--- src/logic/board_cfg.svh ---
`ifndef BOARD_CFG_SVH
`define BOARD_CFG_SVH

// serial adapter timing
// the adapter clock is the divider msb, one period is 256 clk_sys cycles
`define JOY_DIV_BITS       8
`define JOY_CNT_BITS       4
// ticks per frame, count runs 0 to 14
`define JOY_FRAME_LEN      15
// tick count of the first sampled bit, twelve bits follow
`define JOY_FIRST_BIT      2

// bit positions inside a joystick word
`define JOY_BIT_RIGHT      3'd0
`define JOY_BIT_LEFT       3'd1
`define JOY_BIT_DOWN       3'd2
`define JOY_BIT_UP         3'd3
`define JOY_BIT_FIRE1      3'd4
`define JOY_BIT_FIRE2      3'd5

// game inputs are inverted at the output when set
`define INPUTS_ACTIVE_LOW  1'b1

`endif

--- src/logic/board_pkg.sv ---
`default_nettype none

package board_pkg;

    // game joystick word
    // 0 right, 1 left, 2 down, 3 up, 4 fire 1, 5 fire 2, 6..9 extra keys
    typedef logic [9:0] joy_word_t;

    // one player as read from the serial adapter, active high
    typedef logic [5:0] joy_serial_t;

    typedef logic [1:0] pair_t;   // coin and start, bit 0 is player 1

    typedef logic [3:0] gfx_t;    // graphics layer enables

    // scanner phase, follows the tick count
    typedef enum logic [1:0] {
        scan_load,      // count 0, load strobe goes low
        scan_skip,      // load back high, nothing sampled yet
        scan_sample,    // one serial bit per tick
        scan_publish    // shadow copies go out as a frame
    } scan_state_t;

endpackage

`default_nettype wire

--- src/logic/board_inputs.sv ---
`timescale 1ns/10ps
`default_nettype none

module board_inputs import board_pkg::*; (
    input  wire logic      clk_sys,
    input  wire logic      game_rst,
    // serial joystick adapter
    output logic           joy_clk,
    output logic           joy_load,
    input  wire logic      joy_data,
    // decoded keyboard keys, active high
    input  wire joy_word_t key_joy1,
    input  wire joy_word_t key_joy2,
    input  wire pair_t     key_coin,
    input  wire pair_t     key_start,
    input  wire logic      key_service,
    input  wire logic      key_pause,
    input  wire logic      key_reset,
    input  wire gfx_t      key_gfx,
    input  wire logic      rot_control,
    // to the game
    output joy_word_t      game_joystick1,
    output joy_word_t      game_joystick2,
    output pair_t          game_coin,
    output pair_t          game_start,
    output logic           game_service,
    output logic           game_pause,
    output gfx_t           gfx_en,
    output logic           soft_rst
);

    joy_serial_t joy1_frame;
    joy_serial_t joy2_frame;
    logic        frame_done;     // one cycle per published frame

    joy_word_t   key_joy1_q;
    joy_word_t   key_joy2_q;
    pair_t       key_coin_q;
    pair_t       key_start_q;
    logic        key_service_q;

    joy_serial_scan joy_serial_scan_i (
        .clk_sys    (clk_sys),
        .game_rst   (game_rst),
        .joy_data   (joy_data),
        .joy_clk    (joy_clk),
        .joy_load   (joy_load),
        .joy1_frame (joy1_frame),
        .joy2_frame (joy2_frame),
        .frame_done (frame_done)
    );

    key_edge_ctrl key_edge_ctrl_i (
        .clk_sys       (clk_sys),
        .game_rst      (game_rst),
        .key_joy1      (key_joy1),
        .key_joy2      (key_joy2),
        .key_coin      (key_coin),
        .key_start     (key_start),
        .key_service   (key_service),
        .key_pause     (key_pause),
        .key_reset     (key_reset),
        .key_gfx       (key_gfx),
        .key_joy1_q    (key_joy1_q),
        .key_joy2_q    (key_joy2_q),
        .key_coin_q    (key_coin_q),
        .key_start_q   (key_start_q),
        .key_service_q (key_service_q),
        .game_pause    (game_pause),
        .gfx_en        (gfx_en),
        .soft_rst      (soft_rst)
    );

    // serial and key paths meet here
    input_merge input_merge_i (
        .clk_sys        (clk_sys),
        .game_rst       (game_rst),
        .joy1_frame     (joy1_frame),
        .joy2_frame     (joy2_frame),
        .frame_done     (frame_done),
        .key_joy1_q     (key_joy1_q),
        .key_joy2_q     (key_joy2_q),
        .key_coin_q     (key_coin_q),
        .key_start_q    (key_start_q),
        .key_service_q  (key_service_q),
        .rot_control    (rot_control),
        .game_joystick1 (game_joystick1),
        .game_joystick2 (game_joystick2),
        .game_coin      (game_coin),
        .game_start     (game_start),
        .game_service   (game_service)
    );

endmodule

`default_nettype wire

--- src/logic/input_merge.sv ---
`timescale 1ns/10ps
`default_nettype none

`include "board_cfg.svh"

module input_merge import board_pkg::*; (
    input  wire logic        clk_sys,
    input  wire logic        game_rst,
    input  wire joy_serial_t joy1_frame,
    input  wire joy_serial_t joy2_frame,
    input  wire logic        frame_done,
    input  wire joy_word_t   key_joy1_q,
    input  wire joy_word_t   key_joy2_q,
    input  wire pair_t       key_coin_q,
    input  wire pair_t       key_start_q,
    input  wire logic        key_service_q,
    input  wire logic        rot_control,
    output joy_word_t        game_joystick1,
    output joy_word_t        game_joystick2,
    output pair_t            game_coin,
    output pair_t            game_start,
    output logic             game_service
);

    localparam int JW = $bits(joy_word_t);
    localparam int SW = $bits(joy_serial_t);
    localparam int PW = $bits(pair_t);

    // inactive level of each output, also the polarity mask
    localparam joy_word_t JOY_IDLE  = {JW{`INPUTS_ACTIVE_LOW}};
    localparam pair_t     PAIR_IDLE = {PW{`INPUTS_ACTIVE_LOW}};

    joy_serial_t joy1_hold;
    joy_serial_t joy2_hold;
    joy_serial_t joy1_src;
    joy_serial_t joy2_src;
    joy_word_t   joy1_mix;
    joy_word_t   joy2_mix;

    // quarter turn for vertical games, buttons untouched
    function automatic joy_word_t apply_rotation(input joy_word_t w, input logic rot);
        joy_word_t r;
        r = w;
        if (rot) begin
            r[`JOY_BIT_RIGHT] = w[`JOY_BIT_DOWN];
            r[`JOY_BIT_LEFT]  = w[`JOY_BIT_UP];
            r[`JOY_BIT_DOWN]  = w[`JOY_BIT_LEFT];
            r[`JOY_BIT_UP]    = w[`JOY_BIT_RIGHT];
        end
        return r;
    endfunction

    // a fresh frame bypasses the hold copy
    assign joy1_src = frame_done ? joy1_frame : joy1_hold;
    assign joy2_src = frame_done ? joy2_frame : joy2_hold;

    // extra buttons 6..9 only come from keys
    assign joy1_mix = {{(JW-SW){1'b0}}, joy1_src} | key_joy1_q;
    assign joy2_mix = {{(JW-SW){1'b0}}, joy2_src} | key_joy2_q;

    always_ff @(posedge clk_sys) begin
        if (game_rst) begin
            joy1_hold <= '0;
            joy2_hold <= '0;
        end else if (frame_done) begin
            joy1_hold <= joy1_frame;
            joy2_hold <= joy2_frame;
        end
    end

    always_ff @(posedge clk_sys) begin
        if (game_rst) begin
            game_joystick1 <= JOY_IDLE;
            game_joystick2 <= JOY_IDLE;
            game_coin      <= PAIR_IDLE;
            game_start     <= PAIR_IDLE;
            game_service   <= `INPUTS_ACTIVE_LOW;
        end else begin
            game_joystick1 <= JOY_IDLE ^ apply_rotation(joy1_mix, rot_control);
            game_joystick2 <= JOY_IDLE ^ apply_rotation(joy2_mix, rot_control);
            game_coin      <= PAIR_IDLE ^ key_coin_q;
            game_start     <= PAIR_IDLE ^ key_start_q;
            game_service   <= `INPUTS_ACTIVE_LOW ^ key_service_q;
        end
    end

endmodule

`default_nettype wire

--- src/logic/joy_serial_scan.sv ---
`timescale 1ns/10ps
`default_nettype none

`include "board_cfg.svh"

module joy_serial_scan import board_pkg::*; (
    input  wire logic   clk_sys,
    input  wire logic   game_rst,
    input  wire logic   joy_data,     // 0 means pressed
    output logic        joy_clk,
    output logic        joy_load,
    output joy_serial_t joy1_frame,
    output joy_serial_t joy2_frame,
    output logic        frame_done
);

    localparam int DIV_MSB  = `JOY_DIV_BITS - 1;
    localparam int CNT_W    = `JOY_CNT_BITS;
    localparam int SER_BITS = $bits(joy_serial_t);

    localparam logic [CNT_W-1:0] LAST_CNT  = CNT_W'(`JOY_FRAME_LEN - 1);
    localparam logic [CNT_W-1:0] FIRST_CNT = CNT_W'(`JOY_FIRST_BIT);
    localparam logic [CNT_W-1:0] P2_SLOT   = CNT_W'(SER_BITS);

    logic [DIV_MSB:0] div_q;
    logic [CNT_W-1:0] cnt_q;
    logic [CNT_W-1:0] cnt_next;
    logic [CNT_W-1:0] slot;
    logic [2:0]       pos;
    logic             player2;
    logic             tick;
    scan_state_t      phase_q;
    joy_serial_t      shd1_q;
    joy_serial_t      shd2_q;

    // phase that belongs to a given tick count
    function automatic scan_state_t phase_of(input logic [CNT_W-1:0] cnt);
        if (cnt == '0) begin
            return scan_load;
        end else if (cnt < FIRST_CNT) begin
            return scan_skip;
        end else if (cnt == LAST_CNT) begin
            return scan_publish;
        end
        return scan_sample;
    endfunction

    // adapter shifts fire 2, fire 1, right, left, down, up
    function automatic logic [2:0] serial_bit(input logic [2:0] p);
        case (p)
            3'd0:    return `JOY_BIT_FIRE2;
            3'd1:    return `JOY_BIT_FIRE1;
            3'd2:    return `JOY_BIT_RIGHT;
            3'd3:    return `JOY_BIT_LEFT;
            3'd4:    return `JOY_BIT_DOWN;
            default: return `JOY_BIT_UP;
        endcase
    endfunction

    // msb rises on the next edge
    assign tick     = (div_q == {1'b0, {DIV_MSB{1'b1}}});
    assign cnt_next = (cnt_q == LAST_CNT) ? '0 : cnt_q + 1'b1;
    assign joy_clk  = div_q[DIV_MSB];

    // which player and which bit the current count samples
    assign slot    = cnt_q - FIRST_CNT;
    assign player2 = (slot >= P2_SLOT);
    assign pos     = 3'(player2 ? slot - P2_SLOT : slot);

    always_ff @(posedge clk_sys) begin
        if (game_rst) begin
            div_q      <= '0;
            cnt_q      <= '0;
            phase_q    <= scan_load;
            joy_load   <= 1'b1;
            joy1_frame <= '0;
            joy2_frame <= '0;
            frame_done <= 1'b0;
        end else begin
            div_q      <= div_q + 1'b1;
            frame_done <= 1'b0;
            if (tick) begin
                cnt_q    <= cnt_next;
                phase_q  <= phase_of(cnt_next);
                joy_load <= (phase_q != scan_load);   // low for one tick
                if (phase_q == scan_publish) begin
                    // both players change in the same cycle
                    joy1_frame <= ~shd1_q;
                    joy2_frame <= ~shd2_q;
                    frame_done <= 1'b1;
                end
            end
        end
    end

    // shadow copies, raw active low samples
    always_ff @(posedge clk_sys) begin
        if (tick && phase_q == scan_sample) begin
            if (player2) begin
                shd2_q[serial_bit(pos)] <= joy_data;
            end else begin
                shd1_q[serial_bit(pos)] <= joy_data;
            end
        end
    end

endmodule

`default_nettype wire

--- src/logic/key_edge_ctrl.sv ---
`timescale 1ns/10ps
`default_nettype none

module key_edge_ctrl import board_pkg::*; (
    input  wire logic      clk_sys,
    input  wire logic      game_rst,
    input  wire joy_word_t key_joy1,
    input  wire joy_word_t key_joy2,
    input  wire pair_t     key_coin,
    input  wire pair_t     key_start,
    input  wire logic      key_service,
    input  wire logic      key_pause,
    input  wire logic      key_reset,
    input  wire gfx_t      key_gfx,
    output joy_word_t      key_joy1_q,
    output joy_word_t      key_joy2_q,
    output pair_t          key_coin_q,
    output pair_t          key_start_q,
    output logic           key_service_q,
    output logic           game_pause,
    output gfx_t           gfx_en,
    output logic           soft_rst
);

    logic pause_q;
    logic pause_prev;
    logic reset_q;
    logic reset_prev;
    gfx_t gfx_q;
    gfx_t gfx_prev;

    logic pause_rise;
    logic reset_rise;
    gfx_t gfx_rise;

    assign pause_rise = pause_q & ~pause_prev;
    assign reset_rise = reset_q & ~reset_prev;
    assign gfx_rise   = gfx_q & ~gfx_prev;

    // game keys, one sample of the decoder levels
    always_ff @(posedge clk_sys) begin
        key_joy1_q    <= key_joy1;
        key_joy2_q    <= key_joy2;
        key_coin_q    <= key_coin;
        key_start_q   <= key_start;
        key_service_q <= key_service;
    end

    always_ff @(posedge clk_sys) begin
        if (game_rst) begin
            pause_q    <= 1'b0;
            pause_prev <= 1'b0;
            reset_q    <= 1'b0;
            reset_prev <= 1'b0;
            gfx_q      <= '0;
            gfx_prev   <= '0;
            game_pause <= 1'b0;
            gfx_en     <= '1;       // all layers on
            soft_rst   <= 1'b0;
        end else begin
            pause_q    <= key_pause;
            pause_prev <= pause_q;
            reset_q    <= key_reset;
            reset_prev <= reset_q;
            gfx_q      <= key_gfx;
            gfx_prev   <= gfx_q;

            game_pause <= game_pause ^ pause_rise;
            gfx_en     <= gfx_en ^ gfx_rise;   // each key flips only its layer
            soft_rst   <= reset_rise;          // single cycle, even if held
        end
    end

endmodule

`default_nettype wire

--- config.mk ---
export PLATFORM = sky130hd
export DESIGN_NAME = board_inputs
export DESIGN_NICKNAME = d
export VERILOG_FILES = /design/src/logic/board_pkg.sv /design/src/logic/board_inputs.sv /design/src/logic/input_merge.sv /design/src/logic/joy_serial_scan.sv /design/src/logic/key_edge_ctrl.sv
export VERILOG_INCLUDE_DIRS = /design/src /design/src/logic
export SDC_FILE = /design/constraint.sdc
export NUM_CORES = 1
export LEC_CHECK = 0
export BUFFER_PORTS_ARGS = -buffer_cell sky130_fd_sc_hd__buf_2
export CAP_MARGIN = 20
export CORE_ASPECT_RATIO = 1.1
export CORE_MARGIN = 2
export CORE_UTILIZATION = 58
export DETAILED_ROUTE_END_ITERATION = 10
export MAX_ROUTING_LAYER = met4
export PLACE_DENSITY = 0.84
export SETUP_SLACK_MARGIN = 0.02
export SYNTH_ARGS = -nofsm -noshare
export SYNTH_HDL_FRONTEND = slang
export SYNTH_SLANG_ARGS = --single-unit
--- constraint.sdc ---
create_clock -name clk_sys -period 5.2 [get_ports clk_sys]
set_input_delay 1.04 -clock clk_sys [delete_from_list [all_inputs] [get_ports clk_sys]]
set_output_delay 1.04 -clock clk_sys [all_outputs]
set_load 0.01 [all_outputs]
==> impl_metrics.ini <==
[synth]
ys_ff_latch = 120
synthDistinctLibCells = 37
synth_top_area_cell = dfxtp_1
synth.top_cells.by_count = dfxtp_1, nor2_1, nand2_1, nor2b_1, clkbuf_1
async_flop_share_pct = 0
synthCells = 357
syn_avg_cell_area_sq_um = 10.9
post-synth-top-count-cell = dfxtp_1
synth_top_cell_area_share_pct = 55.5
yosysWarnings = 0
yosysSeqAreaShare_pct = 64.7
ys.flop_type = dfxtp_1
syn_nets = 395
synth.top_cells.by_area = dfxtp_1, edfxtp_1, nor2_1
synth_edf_count = 12
netlist_area_sq_um = 3900

[placed_design]
hpwlAfterDp_mm = 4.40
globalplace.congestion = 0.796
port_buffers = 67

[timing]
min_period_over_period_pct = 50.6
hold_violations = 0
rsz0062_at_grt = false
skew_ns = 0.00872
timing.hold.ws_ns = 0.360
period_needed_ns = 2.63
worst_pin_slew_ns = 0.814
drv_slew = 0
relSlewSlack_pct = 45.4
finalSetupViolCount = 0
max_freq_mhz = 380
tns_ns = 0

[setup_path]
r2r_slack_ns = 2.57
end_kind = flop
crit_path_max_fanout = 16
slowest_stage = dfxtp_1
worst-endpoint-arrival_ns = 2.83
crit_start = joy_serial_scan_i.cnt_q[1]
crit_required_ns = 5.40
rr_startpoint = joy_serial_scan_i.cnt_q[1]
slowest_delay_ns = 0.58
cp_cell_sequence = inv_1, ha_1, xnor2_1, o21ai_0, or3_4, nor3_1
cp-start-kind = flop
critical_path_class = flop to flop

[clock_tree]
post_cts_resized = 0
clk_latency_ns = 0.51
clk_pin_slew_worst_paths_ns = 0.06
ctsHoldBuffers = 0
clock-sinks = 120
cts_tree = yes
root_buffer = clkbuf_8
htree_levels = 4
cts_buffers = 17
cts_setup_buffers = 0
cts_buffer_depth = 2

[cells_and_area]
nets = 464
fin_util_pct = 74.0
synthToLayoutAreaGrowth_pct = 24.4
layout-drive-gt1-share_pct = 24.1
antenna_cells = 0
nFillCells = 384

[die]
std_cell_rows = 31
ios = 68
chipHeight_um = 90.0
die_w_um = 82.2
dieArea_sq_um = 7390
initial_core_util_pct = 59.5
core_area_sq_um = 6560

[pwr]
switchingPower_uw = 457
p_leak_uw = 0.00187
combPwrFrac_pct = 3.6
p_int_uw = 1690
powerDensity_nw_per_um2 = 442
ir_worst_vdd_v = 0.000328
p_sw_share_pct = 21.3
clockPowerShare_pct = 50.8
seqPwrFrac_pct = 45.7

[route]
ant_nets = 0
drt_pass1_iterations = 4
wire_per_inst_um = 15.2
vias_per_cell = 5.32
wl_mm = 7.91
drcViolationCount = 0
vias = 2773
drtIter0Drc = 95

[run_status]
status = finished, final reports clean

[global_routing]
track_usage_pct = 23.5
grt_antenna_before_repair = 0
grt_pass1_wl_mm = 12.8
gr-total-overflow = 0
grt_max_degree = 58
grt_pass1_vias = 2828

[worst_hold_path]
hold_start = key_edge_ctrl_i.key_joy1_q[8]
hold_path.class = flop to flop

[run]
cap_violations = 0
## worst paths after layout
| kind | end | cells past startpoint |
|---|---|---|
| min reg2reg | input_merge_i.game_joystick1[8] | 1 |
| min | input_merge_i.game_joystick1[8] | 1 |
| max | joy_serial_scan_i.shd1_q[0] | 6 |
| max reg2reg | joy_serial_scan_i.shd1_q[0] | 6 |
## final cells by class
| type | instances | area (sq um) | share of cell area (%) |
|---|---|---|---|
| Sequential cell | 120 | 2520 | 52.0 |
| Multi-Input combinational cell | 209 | 1270 | 26.3 |
| Timing Repair Buffer | 69 | 350 | 7.23 |
| Inverter | 9 | 33.8 | 0.697 |
| Clock inverter | 10 | 91.3 | 1.88 |
| Clock buffer | 22 | 474 | 9.78 |
| Tap cell | 82 | 103 | 2.12 |
## through the flow
stage          cells  instance area [sq um]  setup slack, ns  total power, uW
2_1_floorplan    357                   3900             3.10             1040
3_3_place_gp     489                   4280             2.43             1070
3_5_place_dp     489                   4280             2.38             1070
4_1_cts          521                   4850             2.56             2160
5_1_grt          521                   4850             2.20             2210
6_report         521                   4850             2.57             2140
## per-layer routing
metal  up-vias  global-route usage (%)  share of wire, %
met5         -                       -                 0
met4         0                    9.86               1.7
met3        12                    9.84               6.5
met2        86                    39.3                53
met1      1312                    23.6                39
li1       1363                       -                 -
## cell families (layout without fill, tap and decap cells)
group / count (synthesis) / in the layout / synth area share [%]
XOR/XNOR: 12 / 12 / 2.70
adder cells (fa/ha/maj): 3 / 3 / 0.963
buffers and inverters: 28 / 110 / 2.76
multiplexers: 12 / 12 / 3.08
AO/OA/AOI/OAI: 50 / 50 / 8.12
flip-flops: 120 / 120 / 64.7
AND/OR/NAND/NOR: 132 / 132 / 17.7
## power by group through the flow
stage,clock network (uW),logic [uW],registers (uW)
after floorplan,0,31.7,1000
after global placement,0,70.4,996
after detailed placement,0,73.3,997
after CTS,1100,77.2,979
after global routing,1140,84.4,982
final,1090,76.6,979
## worst max-delay path: cells and delay by family, from the launching register on
family | cells | cell delay [ns]
flops | 1 | 0.58
simple gates | 2 | 0.61
xor+xnor | 1 | 0.42
buf+inv | 1 | 0.20
fa+ha+maj | 1 | 0.25
compound gates | 1 | 0.26
## cell usage in the layout (no fill, tap or decap), types with 2 or more instances in the layout
cell / count
a211oi_1: 12
a21oi_1: 15
a311o_1: 4
a31oi_1: 2
and3_1: 3
buf_2: 67
buf_4: 2
clkbuf_1: 2
clkbuf_16: 17
clkbuf_8: 3
clkinv_2: 2
clkinvlp_4: 4
dfxtp_1: 108
edfxtp_1: 12
ha_1: 3
inv_1: 8
inv_4: 2
mux2i_1: 12
nand2_1: 28
nand2b_1: 3
nand3_1: 4
nand3b_1: 5
nand4b_1: 2
nor2_1: 37
nor2b_1: 19
nor3_1: 10
nor3b_1: 6
nor4_1: 3
o211ai_1: 4
o21ai_0: 12
or3_1: 3
or3_2: 2
xnor2_1: 9
xor2_1: 3
## flip-flops by register name (all words and copies together), names as in the netlist, 4 cells and up
signal and cells:
input_merge_i.game_joystick1 10, input_merge_i.game_joystick2 10, key_edge_ctrl_i.key_joy1_q 10, key_edge_ctrl_i.key_joy2_q 10, joy_serial_scan_i.div_q 8, input_merge_i.joy1_hold 6, input_merge_i.joy2_hold 6, joy_serial_scan_i.joy1_frame 6
joy_serial_scan_i.joy2_frame 6, joy_serial_scan_i.shd1_q 6, joy_serial_scan_i.shd2_q 6, joy_serial_scan_i.cnt_q 4, key_edge_ctrl_i.gfx_en 4, key_edge_ctrl_i.gfx_prev 4, key_edge_ctrl_i.gfx_q 4
Note: power is estimated with default switching activity, not from simulation.
